**src/hw/dbg_ahb_pkg.sv**
```systemverilog
// Shared bus widths, AHB encodings, debug size codes, SRAM geometry and wait states
`default_nettype none

package dbg_ahb_pkg;

  //////////////////////////////////////////////////
  // Bus widths
  //////////////////////////////////////////////////

  // Address and data widths, data fixed at 32 bits
  localparam int addr_width = 32;
  localparam int data_width = 32;

  //////////////////////////////////////////////////
  // Debug port word-size codes
  //////////////////////////////////////////////////

  // Any other code on the 4-bit field is a word access
  localparam logic [3:0] size_byte  = 4'd1;
  localparam logic [3:0] size_hword = 4'd2;
  localparam logic [3:0] size_word  = 4'd4;

  //////////////////////////////////////////////////
  // AHB-Lite encodings
  //////////////////////////////////////////////////

  localparam logic [2:0] hsize_byte  = 3'd0;
  localparam logic [2:0] hsize_hword = 3'd1;
  localparam logic [2:0] hsize_word  = 3'd2;

  localparam logic [1:0] htrans_idle   = 2'd0;
  localparam logic [1:0] htrans_nonseq = 2'd2;

  localparam logic [2:0] hburst_single = 3'd0;

  // Data access, privileged, non-bufferable, non-cacheable
  localparam logic [3:0] hprot_dbg = 4'b0011;

  localparam logic hresp_okay  = 1'b0;
  localparam logic hresp_error = 1'b1;

  //////////////////////////////////////////////////
  // SRAM geometry and timing
  //////////////////////////////////////////////////

  // 256 words of 32 bits, 1 KiB
  localparam int sram_words     = 256;
  localparam int sram_idx_width = $clog2(sram_words);
  localparam logic [addr_width-1:0] sram_bytes = addr_width'(sram_words * 4);

  // Data-phase wait cycles before HREADY goes high
  localparam int sram_wait_states = 2;
  localparam int sram_wait_width  = $clog2(sram_wait_states + 1);
  localparam logic [sram_wait_width-1:0] sram_wait_last = sram_wait_width'(sram_wait_states);

endpackage

`default_nettype wire

```
**src/hw/dbg_rdata_align.sv**
```systemverilog
// Read-data register with byte and halfword extraction into the low bits
`timescale 1ns/1ns
`default_nettype none

module dbg_rdata_align #(
  parameter int little_endian = 1
) (
  input  wire                                   HCLK,
  input  wire                                   xfer_ack,
  input  wire  [dbg_ahb_pkg::data_width-1:0]    HRDATA,
  input  wire  [dbg_ahb_pkg::addr_width-1:0]    haddr,
  input  wire  [2:0]                            hsize,
  output logic [dbg_ahb_pkg::data_width-1:0]    dbg_do
);

  // Lane numbers counted from bit 0 of HRDATA
  logic [1:0] byte_lane;
  logic       hword_lane;

  //////////////////////////////////////////////////
  // Lane selection
  //////////////////////////////////////////////////

  // Big-endian puts address 0 in the top lane
  assign byte_lane  = (little_endian != 0) ? haddr[1:0] : ~haddr[1:0];
  assign hword_lane = (little_endian != 0) ? haddr[1] : ~haddr[1];

  //////////////////////////////////////////////////
  // Output register
  //////////////////////////////////////////////////

  // Updated only on the completing data-phase cycle
  always_ff @(posedge HCLK) begin
    if (xfer_ack) begin
      case (hsize)
        dbg_ahb_pkg::hsize_byte: begin
          // Zero-extended byte
          dbg_do <= {24'h0, HRDATA[8*byte_lane +: 8]};
        end
        dbg_ahb_pkg::hsize_hword: begin
          // Zero-extended halfword
          dbg_do <= {16'h0, HRDATA[16*hword_lane +: 16]};
        end
        default: begin
          dbg_do <= HRDATA;
        end
      endcase
    end
  end

endmodule

`default_nettype wire

```
**config.mk**
```make
export PLATFORM = sky130hd
export DESIGN_NAME = dbg_rdata_align
export DESIGN_NICKNAME = d
export VERILOG_FILES = /design/src/hw/dbg_ahb_pkg.sv /design/src/hw/dbg_rdata_align.sv
export SDC_FILE = /design/constraint.sdc
export NUM_CORES = 1
export LEC_CHECK = 0
export ABC_AREA = 0
export BUFFER_PORTS_ARGS = -buffer_cell sky130_fd_sc_hd__buf_2
export CORE_MARGIN = 5
export CORE_UTILIZATION = 40
export DETAILED_ROUTE_END_ITERATION = 12
export PLACE_DENSITY = 0.75
export SYNTH_ARGS = -nofsm -noshare
export SYNTH_HDL_FRONTEND = slang
export SYNTH_SLANG_ARGS = --single-unit
```
**constraint.sdc**
```tcl
create_clock -name HCLK -period 3.4 [get_ports HCLK]
set_clock_uncertainty 0.15 [all_clocks]
set_input_delay 0 -clock HCLK [delete_from_list [all_inputs] [get_ports HCLK]]
set_output_delay 0 -clock HCLK [all_outputs]
set_load 0.02 [all_outputs]
```
==> impl_results.md <==
- Fin cells: 285
- Starting Density: 41.8%
- FF+latch area: 961 µm²
- Main area contributors after synthesis: edfxtp_1, and2_1, a211oi_2, mux2i_1, a221o_1
- Final period util: 56.9%
- Layout cells sized above 1: 37.4%
- Overall global routing resource usage: 16.4%
- Die height: 74.9 µm
- Antenna cells: 0
- RSZ-0062 raised after global routing: no
- Grt ovf: 0
- Clock Tree Root: clkbuf_8
- DP Cell Count: 239
- Most frequent CP cell: dlygate4sd3_1
- VDD IR max: 0.200 mV
- H-tree depth: 2
- Status: completed
- Starting DRT DRC Count: 83
- Worst EP arrival: 1810 ps
- CTS buffer count: 5
- Final net count: 303
- Setup violators final: 0
- Area occupied by multi-input gates: 607 µm²
- Drc violations: 0
- Fill cell count: 349
- Cell count after synthesis: 132
- Final hold vios: 0
- CP cell instances: dlygate4sd3_1 > buf_2 > a21oi_1 > a211oi_2 > a221o_1 > dlygate4sd3_1
- DP HPWL: 2840 µm
- Vias per inst: 5.03
- Power Total: 988 µW
- I/O pins: 101
- CTS tree: yes
- Crit path capture type: register
- Power Density: 400 mW/mm²
- CTS sink count: 32
- Slew Viols, Final: 0
- Drt wl/cell: 15.6 µm
- Max-slew headroom: 34.8%
- CTS resizes: 0
- Fin crit period: 1930 ps
- Synth Cell Area: 0.00169 mm²
- Synthesized area per cell: 12.8 µm²
- Worst hold path type: primary input to register
- Largest net degree at the start of global routing: 35
- Sequential element share of the synthesized area: 57.0%
- Die ar.: 0.00561 mm²
- Cell Rows: 23
- Largest regs: dbg_do (32)
- Data required, critical path: 3280 ps
- Critical Path Max Stage Delay: 560 ps
- Cell taking the most area after synthesis: edfxtp_1
- CP max FO: 3
- DRT Pass-1 Iters: 4
- Number of global-route vias before repair: 1,444
- Clock Path Buffers: 2
- Post-Synthesis Net Count: 201
- First-pass GRT wire length: 6730 µm
- Placed cell areas: 0.00201 mm²
- Worst-margin pin slew: 979 ps
- Gpl congestion: 0.728
- Die W: 74.9 µm
- Area grow syn2layout: 46.5%
- Top reg by flops: dbg_do
- Distinct cells, synth: 28
- CP Class: primary input to register
- Routed WL: 4440 µm
- ANT nets after route: 0
- Via count: 1,434
- Crit-path slowest cell: dlygate4sd3_1
- Final instance area: 0.00247 mm²
- Yosys reg bits: 32
- Startpoint types: primary input
- I/O Buffers: 70
- Post-synth top area share: 57.0%
- CORE AREA: 0.00403 mm²
- Setup TNS: 0 ps
- P_leak: 1.05 nW
- Number of flip-flops in the largest register: 32
- CTS clk-pin slew, worst paths: 70 ps
- Synth warn: 0
- Max Freq: 0.517 GHz
- Max-cap violations: 0
- Min Hold Slack: 27.6 ps
- Antenna violations before repair: 0
==> logic make-up after synthesis <==
kind of cell	count (synthesis)	synth area share (%)
buffers and inverters	20	6.98
AO/OA/AOI/OAI	40	20.2
multiplexers	8	4.75
flip-flops	32	57.0
AND/OR/NAND/NOR	32	11.1
==> cells in the final DEF, fill, tap and decap left out, types with 8 or more instances in the layout <==
cell / netlist / final
buf_2: 4 / 70
and2_1: 16 / 16
dlygate4sd3_1: 0 / 38
nand2_1: 8 / 8
a22o_1: 8 / 8
mux2i_1: 8 / 8
edfxtp_1: 32 / 32
==> synthesized netlist by cell type <==
master	instances
a2bb2oi_1	1
buf_1	1
a21oi_1	7
nand2_1	8
a31o_2	1
a221o_1	7
or3_1	1
buf_2	4
clkbuf_1	3
and3_1	1
buf_4	1
nor2b_1	1
nor2_2	1
a22o_1	8
a211oi_2	7
edfxtp_1	32
o22ai_1	7
buf_8	1
mux2i_1	8
nand2b_1	1
buf_6	3
nor2b_4	1
and2_1	16
inv_1	7
or2_1	1
o21ai_2	1
o211ai_1	1
nand3_1	1
==> worst max-delay path: cells and delay by family <==
kind            cells  cell delay, ps
compound gates      3             560
buf+inv             3            1250
==> metrics by stage <==
step / utilization [%] / setup slack [ps]
floorplan: - / 2240
global placement: 49.8 / 1720
detailed placement: 49.8 / 1680
CTS: 61.3 / 1510
global route: 61.3 / 1400
finish: 61.3 / 1470
==> repair_timing <==
| action | 4_1_cts | 5_1_grt |
|---|---|---|
| hold buffers | 38 | 0 |
| hold endpoints to repair | 32 | 0 |
| setup buffers | 0 | 0 |
==> per-layer routing <==
layer | global-route usage [%] | vias to the layer above | part of all wire [%]
li1 | - | 705 | -
met2 | 30.1 | 61 | 51
met3 | 4.94 | 6 | 8.6
met1 | 18.1 | 662 | 39
met5 | 0 | - | 0
met4 | 5.34 | 0 | 1.2
==> layout make-up <==
cell class / instances / share of cell area (%)
clock buffer: 5 / 2.79
timing repair buffer: 108 / 29.6
sequential: 32 / 38.9
inverter: 7 / 1.06
tap: 50 / 2.53
multi-input combinational: 80 / 24.6
clock inverter: 3 / 0.557
==> report_power, final <==
part,internal (mW),switching (mW)
registers,0.477,0.00828
clock network,0.139,0.134
logic,0.104,0.126
total,0.720,0.268
==> final timing paths <==
path,cells past startpoint,slack (ps),start,endpoint
max,6,1470,HRDATA[13],dbg_do[5]
min,4,30,hsize[1],dbg_do[4]
Power figures use the tool's default switching activity.
