File: config.mk
export PLATFORM = sky130hd
export DESIGN_NAME = dbg_ahb_master
export DESIGN_NICKNAME = d
export VERILOG_FILES = /design/src/hw/dbg_ahb_pkg.sv /design/src/hw/dbg_ahb_master.sv
export SDC_FILE = /design/constraint.sdc
export NUM_CORES = 1
export LEC_CHECK = 0
export ABC_AREA = 1
export BUFFER_PORTS_ARGS = -buffer_cell sky130_fd_sc_hd__buf_2
export CAP_MARGIN = 20
export CORE_AREA = 2 2 39 41
export DETAILED_ROUTE_END_ITERATION = 6
export DIE_AREA = 0 0 41 43
export PLACE_DENSITY = 0.6
export SLEW_MARGIN = 20
export SYNTH_ARGS = -nofsm -noshare
export SYNTH_HDL_FRONTEND = slang
export SYNTH_SLANG_ARGS = --single-unit
File: constraint.sdc
create_clock -name HCLK -period 1 [get_ports HCLK]
set_input_delay 0.05 -clock HCLK [delete_from_list [all_inputs] [get_ports HCLK]]
set_output_delay 0.05 -clock HCLK [all_outputs]
set_load 0.1 [all_outputs]
File: src/hw/dbg_ahb_pkg.sv
// Shared bus widths, AHB encodings, debug size codes, SRAM geometry and wait states
`default_nettype none

package dbg_ahb_pkg;

  //////////////////////////////////////////////////
  // Bus widths
  //////////////////////////////////////////////////

  // Address and data widths, data fixed at 32 bits
  localparam int addr_width = 32;
  localparam int data_width = 32;

  //////////////////////////////////////////////////
  // Debug port word-size codes
  //////////////////////////////////////////////////

  // Any other code on the 4-bit field is a word access
  localparam logic [3:0] size_byte  = 4'd1;
  localparam logic [3:0] size_hword = 4'd2;
  localparam logic [3:0] size_word  = 4'd4;

  //////////////////////////////////////////////////
  // AHB-Lite encodings
  //////////////////////////////////////////////////

  localparam logic [2:0] hsize_byte  = 3'd0;
  localparam logic [2:0] hsize_hword = 3'd1;
  localparam logic [2:0] hsize_word  = 3'd2;

  localparam logic [1:0] htrans_idle   = 2'd0;
  localparam logic [1:0] htrans_nonseq = 2'd2;

  localparam logic [2:0] hburst_single = 3'd0;

  // Data access, privileged, non-bufferable, non-cacheable
  localparam logic [3:0] hprot_dbg = 4'b0011;

  localparam logic hresp_okay  = 1'b0;
  localparam logic hresp_error = 1'b1;

  //////////////////////////////////////////////////
  // SRAM geometry and timing
  //////////////////////////////////////////////////

  // 256 words of 32 bits, 1 KiB
  localparam int sram_words     = 256;
  localparam int sram_idx_width = $clog2(sram_words);
  localparam logic [addr_width-1:0] sram_bytes = addr_width'(sram_words * 4);

  // Data-phase wait cycles before HREADY goes high
  localparam int sram_wait_states = 2;
  localparam int sram_wait_width  = $clog2(sram_wait_states + 1);
  localparam logic [sram_wait_width-1:0] sram_wait_last = sram_wait_width'(sram_wait_states);

endpackage

`default_nettype wire

File: src/hw/dbg_ahb_master.sv
// AHB-Lite master FSM for single transfers with request hold, error capture and done toggle
`timescale 1ns/1ns
`default_nettype none

module dbg_ahb_master (
  input  wire         HCLK,
  input  wire         ahb_rstn,
  input  wire         start_pulse,
  input  wire         HREADY,
  input  wire         HRESP,
  output logic        HSEL,
  output logic [1:0]  HTRANS,
  output logic [2:0]  HBURST,
  output logic [3:0]  HPROT,
  output logic        HMASTLOCK,
  output logic        xfer_ack,
  output logic        done_tgl,
  output logic        dbg_err
);

  typedef enum logic [1:0] {
    st_idle,
    st_addr,
    st_data
  } state_t;

  state_t state;
  // Start seen while a transfer was still running
  logic   start_hold;
  logic   start_req;

  //////////////////////////////////////////////////
  // Fixed transfer attributes
  //////////////////////////////////////////////////

  // Only singles, never locked
  assign HBURST    = dbg_ahb_pkg::hburst_single;
  assign HPROT     = dbg_ahb_pkg::hprot_dbg;
  assign HMASTLOCK = 1'b0;

  // Slave selected from address phase through data phase
  assign HSEL = (state != st_idle);

  // Data phase ends on the first HREADY high
  assign xfer_ack = (state == st_data) && HREADY;

  assign start_req = start_pulse || start_hold;

  //////////////////////////////////////////////////
  // Transfer FSM
  //////////////////////////////////////////////////

  always_ff @(posedge HCLK or negedge ahb_rstn) begin
    if (!ahb_rstn) begin
      state      <= st_idle;
      HTRANS     <= dbg_ahb_pkg::htrans_idle;
      start_hold <= 1'b0;
    end else begin
      case (state)
        st_idle: begin
          start_hold <= 1'b0;
          if (start_req) begin
            // Address phase on the next cycle
            HTRANS <= dbg_ahb_pkg::htrans_nonseq;
            state  <= st_addr;
          end
        end
        st_addr: begin
          start_hold <= start_req;
          HTRANS     <= dbg_ahb_pkg::htrans_idle;
          state      <= st_data;
        end
        st_data: begin
          start_hold <= start_req;
          if (HREADY) begin
            state <= st_idle;
          end
        end
        default: begin
          HTRANS <= dbg_ahb_pkg::htrans_idle;
          state  <= st_idle;
        end
      endcase
    end
  end

  //////////////////////////////////////////////////
  // Completion status
  //////////////////////////////////////////////////

  always_ff @(posedge HCLK or negedge ahb_rstn) begin
    if (!ahb_rstn) begin
      dbg_err  <= 1'b0;
      done_tgl <= 1'b0;
    end else if (xfer_ack) begin
      dbg_err  <= (HRESP == dbg_ahb_pkg::hresp_error);
      done_tgl <= ~done_tgl;
    end
  end

endmodule

`default_nettype wire

==> flow_summary.json <==
{
  "status": "finished with violations",
  "violations": "setup timing",
  "arrival_ns": 1.19,
  "synth-simple-area-share_pct": 21.0,
  "vias": 344,
  "synth.area.top_cells": "dfrtp_1 (36%), buf_4 (16%), ha_1 (15%)",
  "routedWlPerCell_um": 10.0,
  "max_freq_mhz": 809,
  "layout.nets": 80,
  "drv_cap": 0,
  "criticalPathCategory": "register to output port",
  "hold_violations": 0,
  "drt-total-wl_um": 851,
  "die_x_um": 41,
  "synthAdderAreaFrac_pct": 15.2,
  "synth_area_per_cell_um2": 8.40,
  "finalCriticalPeriod_ns": 1.24,
  "numCtsBuffers": 3,
  "synth_xor_area_share_pct": 2.13,
  "post-place-cells": 74,
  "netlist_area_um2": 412,
  "holdCritPathClass": "input port to register",
  "portBuffers": 9,
  "setup_viol": 7,
  "grt_pass1_vias": 333,
  "drive_gt1_share_pct": 58.0,
  "ys_ff_latch": 6,
  "drc": 0,
  "start_util_pct": 29.7,
  "fin_crit_sh_pct": 124,
  "cts_buffer_depth": 2,
  "insertedDiodeCount": 0,
  "fp.dieH_um": 43,
  "globalplace.congestion": 0.809,
  "clock_sink_count": 6,
  "critPathCaptureType": "output port",
  "synth_top_area_share_pct": 36.5,
  "maxSlewViolCount": 0,
  "drt-initial-drc-count": 1,
  "ios": 19,
  "areaGrowthSynthToFinish_pct": 73.9,
  "vias_per_cell": 4.05,
  "antenna_found_initial": 0,
  "grtUsageTotal_pct": 11.0,
  "grt_pass1_wl_um": 1270,
  "start_kind": "register",
  "clkTransAtPathRegs_ns": 0.05,
  "synth_compound_area_share_pct": 2.43,
  "synth_top_family_by_area": "buffers and inverters",
  "synth_top_area_cell": "dfrtp_1",
  "synth_cell_types": 14,
  "core.rowCount": 14,
  "clkLatencyLatePin_ns": 0.25,
  "fin_cells": 85,
  "fin_ws_ns": -0.236,
  "grt_max_degree": 7,
  "synth.area.mux_share_pct": 0,
  "pre_cts_slack_ns": -0.0373,
  "fin_skew_ns": 0.00683,
  "synth_cells": 49,
  "ys_seq_area_share_pct": 36.5,
  "yosysWarnings": 0,
  "fp.coreArea_mm2": 0.00138,
  "cts-root-buf": "clkbuf_4",
  "grt_overflow": 0,
  "drt_pass1_iterations": 3,
  "ant_nets": 0,
  "crit_required_ns": 0.95,
  "dp_hpwl_um": 522,
  "rsz0062_at_grt": "yes",
  "h-tree-depth": 1,
  "tritoncts": "done",
  "dieArea_mm2": 0.00176,
  "cp_max_fo": 3
}
==> area by class of cell <==
class / count / area (µm²)
Sequential cell: 6 / 154
Inverter: 5 / 30.0
Fill cell: 124 / 668
Clock buffer: 4 / 26.3
Timing Repair Buffer: 18 / 200
Multi-Input combinational cell: 36 / 285
Tap cell: 16 / 20.0
==> cells by family after synthesis <==
group | after synthesis
simple gates | 19
buf+inv | 14
flops | 6
fa+ha+maj | 5
compound gates | 2
other cells | 2
xor+xnor | 1
==> state kept, by name, summed over array words and instances (netlist names) <==
register,flops
done_tgl,1
dbg_err,1
HTRANS,1
start_hold,1
state,2
==> repair_timing <==
| item | in CTS | in global routing |
|---|---|---|
| pin swaps | 8 | 7 |
| setup buffers | 5 | 2 |
| setup endpoints to repair | 6 | 8 |
| hold buffers | 2 | 0 |
| endpoints found under the hold margin | 7 | 0 |
| resized for setup | 5 | 10 |
==> layer usage <==
layer | wire [µm] | part of all wire, % | GRT usage (%) | vias to the layer above
li1 | - | - | - | 167
met1 | 325 | 38 | 12.2 | 159
met2 | 459 | 54 | 15.6 | 18
met3 | 65 | 7.6 | 6.81 | 0
met4 | 0 | 0 | 6.00 | 0
met5 | 0 | 0 | 0 | -
==> cells in the mapped netlist <==
library cell  n
buf_4         9
nand2_1       8
dfrtp_1       6
ha_1          5
inv_1         4
nand2_2       4
nor2_1        4
conb_1        2
nand3_1       2
inv_2         1
nor2_2        1
o21ai_0       1
o21ai_1       1
xnor2_1       1
==> through the flow <==
| stage | utilization [%] | cell area, µm² | setup TNS [ns] | hold slack [ns] |
|---|---|---|---|---|
| after floorplan | - | 482 | -0.286 | -0.246 |
| after global placement | 41.1 | 569 | -0.00488 | -0.116 |
| after detailed placement | 41.1 | 569 | -0.0943 | -0.119 |
| after CTS | 48.3 | 668 | -0.979 | 0.111 |
| after global routing | 51.7 | 716 | -1.16 | 0.128 |
| final | 51.7 | 716 | -0.894 | 0.113 |
==> cell usage in the layout, fill, tap and decap left out, types with 3 or more instances in the layout <==
cell type	instances
buf_12	5
buf_2	4
buf_4	5
clkbuf_4	3
conb_1	9
dfrtp_1	3
dfrtp_2	3
ha_4	4
nand2_1	8
nand2_4	3
nor2_1	3
==> final timing paths <==
kind | start | to | slack, ns | cells after the start
worst max-delay path | state[1]$_DFFE_PN0P_ | HSEL | -0.24 | 4
worst min-delay path | start_pulse | start_hold$_DFFE_PN0P_ | 0.11 | 3
worst max register to register | state[1]$_DFFE_PN0P_ | state[1]$_DFFE_PN0P_ | -0.14 | 6
worst min register to register | done_tgl$_DFFE_PN0P_ | done_tgl$_DFFE_PN0P_ | 0.52 | 1
max in group asynchronous | ahb_rstn | state[1]$_DFFE_PN0P_ | 0.67 | 2
min in group asynchronous | ahb_rstn | HTRANS[1]$_DFFE_PN0P_ | 0.16 | 2
==> critical path: stages (launching register included) <==
cell,delay [ns]
dfrtp_2,0.44
inv_2,0.09
ha_4,0.16
clkinvlp_4,0.09
buf_12,0.17
Power is left out: the tool's default activity adds up to more than one toggle a clock period on the data nets, which glitch-free logic cannot reach.
