<file path="src/hw/dbg_ahb_pkg.sv">
// Shared bus widths, AHB encodings, debug size codes, SRAM geometry and wait states
`default_nettype none

package dbg_ahb_pkg;

  //////////////////////////////////////////////////
  // Bus widths
  //////////////////////////////////////////////////

  // Address and data widths, data fixed at 32 bits
  localparam int addr_width = 32;
  localparam int data_width = 32;

  //////////////////////////////////////////////////
  // Debug port word-size codes
  //////////////////////////////////////////////////

  // Any other code on the 4-bit field is a word access
  localparam logic [3:0] size_byte  = 4'd1;
  localparam logic [3:0] size_hword = 4'd2;
  localparam logic [3:0] size_word  = 4'd4;

  //////////////////////////////////////////////////
  // AHB-Lite encodings
  //////////////////////////////////////////////////

  localparam logic [2:0] hsize_byte  = 3'd0;
  localparam logic [2:0] hsize_hword = 3'd1;
  localparam logic [2:0] hsize_word  = 3'd2;

  localparam logic [1:0] htrans_idle   = 2'd0;
  localparam logic [1:0] htrans_nonseq = 2'd2;

  localparam logic [2:0] hburst_single = 3'd0;

  // Data access, privileged, non-bufferable, non-cacheable
  localparam logic [3:0] hprot_dbg = 4'b0011;

  localparam logic hresp_okay  = 1'b0;
  localparam logic hresp_error = 1'b1;

  //////////////////////////////////////////////////
  // SRAM geometry and timing
  //////////////////////////////////////////////////

  // 256 words of 32 bits, 1 KiB
  localparam int sram_words     = 256;
  localparam int sram_idx_width = $clog2(sram_words);
  localparam logic [addr_width-1:0] sram_bytes = addr_width'(sram_words * 4);

  // Data-phase wait cycles before HREADY goes high
  localparam int sram_wait_states = 2;
  localparam int sram_wait_width  = $clog2(sram_wait_states + 1);
  localparam logic [sram_wait_width-1:0] sram_wait_last = sram_wait_width'(sram_wait_states);

endpackage

`default_nettype wire

</file>
<file path="src/hw/dbg_req_capture.sv">
// Debug-domain request latch, write-lane replication, start toggle and ready flag
`timescale 1ns/1ns
`default_nettype none

module dbg_req_capture (
  input  wire                                   dbg_clk,
  input  wire                                   ahb_rstn,
  input  wire  [dbg_ahb_pkg::data_width-1:0]    dbg_di,
  input  wire  [dbg_ahb_pkg::addr_width-1:0]    dbg_addr,
  input  wire                                   dbg_strb,
  input  wire                                   dbg_rw,
  input  wire  [3:0]                            dbg_word_size,
  input  wire                                   done_pulse,
  output logic                                  dbg_rdy,
  output logic [dbg_ahb_pkg::addr_width-1:0]    haddr,
  output logic [dbg_ahb_pkg::data_width-1:0]    hwdata,
  output logic                                  hwrite,
  output logic [2:0]                            hsize,
  output logic                                  start_tgl
);

  // Request accepted only while idle
  logic accept;

  assign accept = dbg_strb && dbg_rdy;

  //////////////////////////////////////////////////
  // Request payload
  //////////////////////////////////////////////////

  // Held stable for the whole AHB transfer
  always_ff @(posedge dbg_clk) begin
    if (accept) begin
      haddr  <= dbg_addr;
      // rw is 1 for read, AHB wants 1 for write
      hwrite <= ~dbg_rw;
      case (dbg_word_size)
        dbg_ahb_pkg::size_byte: begin
          hsize  <= dbg_ahb_pkg::hsize_byte;
          // Top byte copied to every lane
          hwdata <= {4{dbg_di[31:24]}};
        end
        dbg_ahb_pkg::size_hword: begin
          hsize  <= dbg_ahb_pkg::hsize_hword;
          hwdata <= {2{dbg_di[31:16]}};
        end
        default: begin
          hsize  <= dbg_ahb_pkg::hsize_word;
          hwdata <= dbg_di;
        end
      endcase
    end
  end

  //////////////////////////////////////////////////
  // Start toggle and ready
  //////////////////////////////////////////////////

  always_ff @(posedge dbg_clk or negedge ahb_rstn) begin
    if (!ahb_rstn) begin
      start_tgl <= 1'b0;
      dbg_rdy   <= 1'b1;
    end else begin
      // One flip per accepted request
      if (accept) begin
        start_tgl <= ~start_tgl;
      end
      // Drop on accept, raise when the done toggle arrives
      if (accept) begin
        dbg_rdy <= 1'b0;
      end else if (done_pulse) begin
        dbg_rdy <= 1'b1;
      end
    end
  end

endmodule

`default_nettype wire

</file>
<file path="config.mk">
export PLATFORM = sky130hd
export DESIGN_NAME = dbg_req_capture
export DESIGN_NICKNAME = d
export VERILOG_FILES = /design/src/hw/dbg_ahb_pkg.sv /design/src/hw/dbg_req_capture.sv
export SDC_FILE = /design/constraint.sdc
export NUM_CORES = 1
export LEC_CHECK = 0
export ABC_AREA = 1
export BUFFER_PORTS_ARGS = -buffer_cell sky130_fd_sc_hd__buf_2
export CAP_MARGIN = 20
export CORE_AREA = 2 2 108 110
export CTS_CLUSTER_DIAMETER = 150
export DETAILED_ROUTE_END_ITERATION = 10
export DIE_AREA = 0 0 110 112
export PLACE_DENSITY_LB_ADDON = 0.15
export SLEW_MARGIN = 15
export SYNTH_ARGS = -nofsm -noshare
export SYNTH_HDL_FRONTEND = slang
export SYNTH_SLANG_ARGS = --single-unit
</file>
<file path="constraint.sdc">
create_clock -name dbg_clk -period 2.9 [get_ports dbg_clk]
set_input_delay 0.725 -clock dbg_clk [delete_from_list [all_inputs] [get_ports dbg_clk]]
set_output_delay 0.725 -clock dbg_clk [all_outputs]
set_load 0.01 [all_outputs]
</file>
==> reports/qor.txt, run 1 <==
mean number of vias per cell: 4.01
XOR/XNOR Fraction of Synth Area: 0.337%
wire length per cell after detailed routing: 14.1 um
mean area per synthesized cell: 14.5 um2
Die X: 110 um
main combinational cell family by area after synthesis: simple AND/OR/NAND/NOR gates
worst min-delay path category: in2async
clock root buffer: sky130_fd_sc_hd__clkbuf_16
first drt pass iteration count: 4
count of cell types in the netlist: 16
Final Max Slew Viols: 0
adder and majority cell fraction of the synthesized area: 0%
area share of the largest cell type after synthesis: 77.4%
count of routing violations after the opening detailed-route iteration: 79
clock buffers created by TritonCTS: 9
Total Negative Setup Slacks: 0 ps
total power density per cell area: 650 nW/um2
Multi-input gate area: 432 um2
die footprint: 12300 um2
NumNets Final: 402
register-to-register path setup slack: 1240 ps
number of buffers added to fix hold violations after cts: 0
worst r2r dst: hwdata[16]
critical setup path kind: in2reg
dominant cells by area after synthesis: sky130_fd_sc_hd__edfxtp_1 77%, sky130_fd_sc_hd__nand2_1 7.1%, sky130_fd_sc_hd__nand3_1 6.0%
Area growth, synth to finish: 42.9%
Inst Count DP: 461
sequential fraction of the synthesis area: 79.4%
Design Power: 2.42 mW
startpoint of the most critical register-to-register path: dbg_rdy
number of antenna violations at the first check in global routing: 0
post-synth top area cell: sky130_fd_sc_hd__edfxtp_1
Inserted Diodes: 0
count of clock tree sinks: 69
end-of-flow core utilization: 33.2%
sum of overflow across all layers after global routing: 0
unrepaired setup endpoints after global routing: false
vertical die dimension: 112 um
aggregate global-route resource usage: 11.1%
number of cell rows: 39
run status: completed
Critical Path Source Type: primary input
Synthesis Warnings: 0
kind of capture point of the worst setup path: flop
area fraction in compound gates after synthesis: 0%
standard cell area after detailed placement: 3470 um2
# Max-Cap Violations: 0
number of nets in the synthesized netlist: 252
Min Clock Period, post-route: 1710 ps
initial standard-cell utilization of the core: 23.3%
data arrival time of the critical path: 1790 ps
Final HPWL DP: 5190 um
deepest clock path buffer count: 2
WP data required: 2980 ps
Routed WL: 6700 um
final cell count without fillers: 476
number of fill cells: 1174
setup violation total in the final timing report: 0
Post-CTS Resized: 0
area of the mapped netlist: 2600 um2
antenna violation net count after detailed routing: 0
detailed-route via count: 1909
H-tree levels: 3
final design area excluding fillers: 3710 um2
crit path from: dbg_word_size[3]
global placer's final weighted congestion: 0.764
number of global-route vias before repair: 1871
DRC: 0
worst vdd ir: 255 uV
maximum number of pins on one net before global-route repair: 33
number of failing hold endpoints at the final stage: 0
simple-gate area share of the yosys netlist: 16.1%
slew of the pin with the lowest slew margin: 513 ps
register bit total from synthesis: 69
largest driver fanout on the critical path: 25
total core area: 11200 um2
worst skew pair latency: 320 ps
endpoint of the most critical setup path: hsize[1]
layout cells sized above 1: 49.2%
number of buffers added on ports: 141
slew margin rel.: 65.8%
clock skew: 7.08 ps
TritonCTS clock tree: built
# Post-CTS Setup Buffers: 0
Static Leak: 1.69 nW
reg2reg path depth: 3
Final period util: 59.0%
count of mapped cells out of synthesis: 179
post-synthesis mux area share: 0%
first-pass GRT wire length: 10000 um
# IOs: 143
footprint of the flip-flops and latches: 2060 um2
fmax: 585 MHz
clock slew at reported path FFs: 60 ps
## cells by family after synthesis
logic type | Yosys count
flops | 69
buf+inv | 19
other cells | 1
simple gates | 89
xor+xnor | 1
## synth_stat cells
cell and instances:
sky130_fd_sc_hd__conb_1 1, sky130_fd_sc_hd__buf_6 4, sky130_fd_sc_hd__nand3_1 31, sky130_fd_sc_hd__nand2_1 49, sky130_fd_sc_hd__inv_1 12, sky130_fd_sc_hd__nand3_2 1
sky130_fd_sc_hd__xnor2_1 1, sky130_fd_sc_hd__nor2_4 3, sky130_fd_sc_hd__buf_4 1, sky130_fd_sc_hd__edfxtp_1 67, sky130_fd_sc_hd__nand2_4 2, sky130_fd_sc_hd__nand2_2 1
sky130_fd_sc_hd__nor2_1 2, sky130_fd_sc_hd__inv_2 2, sky130_fd_sc_hd__dfstp_2 1, sky130_fd_sc_hd__dfrtp_1 1
## placed cells by master, fill, tap and decap left out
cell / instances
sky130_fd_sc_hd__buf_2: 141
sky130_fd_sc_hd__edfxtp_1: 67
sky130_fd_sc_hd__nand2_1: 49
sky130_fd_sc_hd__nand3_1: 31
sky130_fd_sc_hd__inv_1: 11
sky130_fd_sc_hd__clkbuf_16: 9
sky130_fd_sc_hd__clkinv_1: 5
sky130_fd_sc_hd__inv_2: 3
sky130_fd_sc_hd__nor2_4: 3
sky130_fd_sc_hd__nand2_4: 2
sky130_fd_sc_hd__nor2_1: 2
sky130_fd_sc_hd__buf_4: 2
sky130_fd_sc_hd__nand2_2: 1
sky130_fd_sc_hd__nand3_2: 1
sky130_fd_sc_hd__xnor2_1: 1
sky130_fd_sc_hd__conb_1: 1
sky130_fd_sc_hd__clkbuf_1: 1
sky130_fd_sc_hd__dfstp_2: 1
sky130_fd_sc_hd__buf_12: 1
sky130_fd_sc_hd__dfrtp_1: 1
## layout make-up
class	instances	area share [%]
Clock buffer	10	6.16
Clock inverter	5	0.505
Inverter	14	1.41
Multi-Input combinational cell	91	11.6
Sequential cell	69	55.5
Tap cell	143	4.82
Timing Repair Buffer	144	19.9
## critical path, cell delays in order
cell and delay [ps]:
sky130_fd_sc_hd__buf_2 110, sky130_fd_sc_hd__nor2_4 380, sky130_fd_sc_hd__nand2_4 260, sky130_fd_sc_hd__nand2_2 240, sky130_fd_sc_hd__inv_1 60
## metrics by stage
stage | setup slack (ps) | hold slack [ps]
floorplan | 354 | 429
CTS | 1180 | 166
global route | 1060 | 167
finish | 1190 | 184
global placement | 868 | 461
detailed placement | 838 | 472
## per-layer routing
layer | track usage (%) | part of all wire, % | vias up
met5 | 0 | 0 | -
met4 | 5.57 | 1.8 | 0
met3 | 4.10 | 12 | 9
met2 | 15.8 | 42 | 119
met1 | 14.8 | 44 | 859
li1 | - | - | 922
## flip-flops by register name, summed over array words and instances (netlist names)
name       flops
hwdata        32
start_tgl      1
hwrite         1
hsize          2
dbg_rdy        1
haddr         32
## power breakdown
part	total [mW]	leakage, nW	internal, mW	switching, mW
Clock	0.912	0.120	0.557	0.355
Combinational	0.281	0.916	0.116	0.166
Sequential	1.22	0.654	1.20	0.0238
Total	2.42	1.69	1.87	0.544
## how the worst min path moves through the flow
| stage | start | endpoint | slack (ps) | cells past startpoint |
|---|---|---|---|---|
| floorplan | ahb_rstn | start_tgl | 430 | 0 |
| global placement | start_tgl | start_tgl | 460 | 1 |
| detailed placement | start_tgl | start_tgl | 470 | 1 |
| CTS | ahb_rstn | start_tgl | 170 | 1 |
| global route | ahb_rstn | start_tgl | 170 | 1 |
| finish | ahb_rstn | start_tgl | 180 | 1 |
Power figures use the tool's default switching activity.
==> inputs of run 2 (changes only) <==
Clock period 2.9 ns to 1.5 ns, I/O delays scaled along.
==> reports/qor.txt, run 2 (same netlist as run 1, synthesis figures left out) <==
number of buffers added on ports: 141 (unchanged)
number of antenna violations at the first check in global routing: 1 (+1)
Critical Path Source Type: flop
final design area excluding fillers: 3840 um2 (+3.3%)
worst min-delay path category: in2reg
Die X: 110 um (unchanged)
standard cell area after detailed placement: 3560 um2 (+2.6%)
count of routing violations after the opening detailed-route iteration: 45 (-43%)
worst vdd ir: 437 uV (+71%)
total power density per cell area: 1260 nW/um2 (+94%)
die footprint: 12300 um2 (unchanged)
number of fill cells: 1169 (-0.43%)
cells along the critical path: buf_2
Total Negative Setup Slacks: 0 ps (unchanged)
# IOs: 143 (unchanged)
routed length on met3: 742 um (-11%)
# Max-Cap Violations: 0 (unchanged)
clock skew: 4.69 ps (-2.39 ps)
Inserted Diodes: 0 (unchanged)
unrepaired setup endpoints after global routing: false
number of failing hold endpoints at the final stage: 0 (unchanged)
clock root buffer: sky130_fd_sc_hd__clkbuf_16
footprint of the flip-flops and latches: 2060 um2 (unchanged)
first-pass GRT wire length: 9750 um (-2.8%)
combinational fraction of design power: 11.9% (+0.3 points)
largest driver fanout on the critical path: 3 (-88%)
mean number of vias per cell: 3.97 (-0.93%)
detailed-route via count: 1923 (+0.73%)
number of buffers added to fix hold violations after cts: 1 (+1)
TritonCTS clock tree: built
global placer's final weighted congestion: 0.725 (-5.2%)
fmax: 731 MHz
sum of overflow across all layers after global routing: 0 (unchanged)
clock network power share: 39.5% (+1.7 points)
# Post-CTS Setup Buffers: 0 (unchanged)
switching power: 1.08 mW (+98%)
top layer used by detailed routing: met5
data arrival time of the critical path: 990 ps (-800 ps)
critical setup path kind: reg2out
initial standard-cell utilization of the core: 23.3% (unchanged)
met1 routed wirelength after detailed routing: 2920 um (-0.48%)
Area growth, synth to finish: 47.6%
clock buffers created by TritonCTS: 9 (unchanged)
kind of capture point of the worst setup path: output port
count of clock tree sinks: 69 (unchanged)
Routed WL: 6690 um (-0.21%)
maximum number of pins on one net before global-route repair: 31 (-6.1%)
NumNets Final: 409 (+1.7%)
biggest registers after layout: haddr x32, hwdata x32, hsize x2
antenna violation net count after detailed routing: 0 (unchanged)
DRC: 0 (unchanged)
vertical die dimension: 112 um (unchanged)
wire length per cell after detailed routing: 13.8 um (-1.9%)
Final HPWL DP: 5160 um (-0.63%)
total core area: 11200 um2 (unchanged)
first drt pass iteration count: 4 (unchanged)
number of cell rows: 39 (unchanged)
number of global-route vias before repair: 1859 (-0.64%)
deepest clock path buffer count: 2 (unchanged)
Min Clock Period, post-route: 1370 ps
Post-CTS Resized: 0 (unchanged)
Final Max Slew Viols: 0 (unchanged)
aggregate global-route resource usage: 11.0% (-0.15 points)
clock slew at reported path FFs: 50 ps (about the same)
layout cells sized above 1: 51.0% (+1.8 points)
Multi-input gate area: 434 um2 (+0.58%)
net switching fraction of the power: 22.2% (-0.33 points)
WP data required: 1120 ps (-1860 ps)
run status: completed
worst skew pair latency: 330 ps (about the same)
Static Leak: 1.74 nW (+3.2%)
Final period util: 91.1%
cell family with the largest share of critical-path delay: flip-flops
met2 WL: 2860 um (+2.0%)
cell with the biggest individual delay on the critical path: sky130_fd_sc_hd__dfstp_2
most frequent cells in the layout: 141 x sky130_fd_sc_hd__buf_2, 67 x sky130_fd_sc_hd__edfxtp_1, 48 x sky130_fd_sc_hd__nand2_1
commonest non-fill, non-tap cell in the layout: sky130_fd_sc_hd__buf_2
Worst Path Buf+Inv: 1 (-1)
setup violation total in the final timing report: 0 (unchanged)
Cell Int Power: 3.77 mW (+100%)
H-tree levels: 3 (unchanged)
Flop pwr share: 48.6% (-2.0 points)
Slowest Stage Delay on Critical Path: 540 ps (+160 ps)
run 2: cell count changes in the layout (fill, tap and decap cells not counted), sizes merged:
cell         before  now
inv              14   13
clkbuf           10   15
dlygate4sd3       0    1
clkinvlp          0    1
clkinv            5    1
buf             144  150
run 2: per-stage QoR:
stage	cells	setup slack (ps)	utilization [%]	total power [mW]	hold slack, ps
floorplan	179	-328	-	2.65	79.4
CTS	484	115	34.4	4.95	209
global placement	467	157	31.8	2.98	159
detailed placement	467	135	31.8	2.99	160
finish	484	133	34.4	4.85	226
global route	484	100	34.4	5.10	213
run 2: metal layers:
layer,vias up,global-route usage [%]
li1,937,-
met1,851,14.1
met2,118,16.1
met3,15,3.81
met4,2,5.82
met5,-,0
run 2: power by group through the flow:
stage               sequential, mW  clock, mW  combinational [mW]
floorplan                     2.49          0               0.163
global placement              2.40          0               0.589
detailed placement            2.40          0               0.589
CTS                           2.36       2.00               0.593
global route                  2.37       2.08               0.644
finish                        2.36       1.91               0.577
run 2: final cells by class:
type | count | share of cell area (%)
Tap cell | 143 | 4.66
Clock inverter | 1 | 0.130
Inverter | 14 | 1.47
Timing Repair Buffer | 151 | 21.7
Sequential cell | 69 | 53.7
Clock buffer | 15 | 6.98
Multi-Input combinational cell | 91 | 11.3
run 2: path summary, 6_finish.rpt:
| path | startpoint | endpoint | slack, ps | cells after the start |
|---|---|---|---|---|
| worst min-delay path | dbg_addr[29] | haddr[29] | 230 | 1 |
| worst min register to register | start_tgl | start_tgl | 480 | 1 |
| max in group asynchronous | ahb_rstn | dbg_rdy | 940 | 2 |
| worst max register to register | dbg_rdy | haddr[4] | 210 | 3 |
| min in group asynchronous | ahb_rstn | start_tgl | 370 | 2 |
| worst max-delay path | dbg_rdy | dbg_rdy | 130 | 1 |
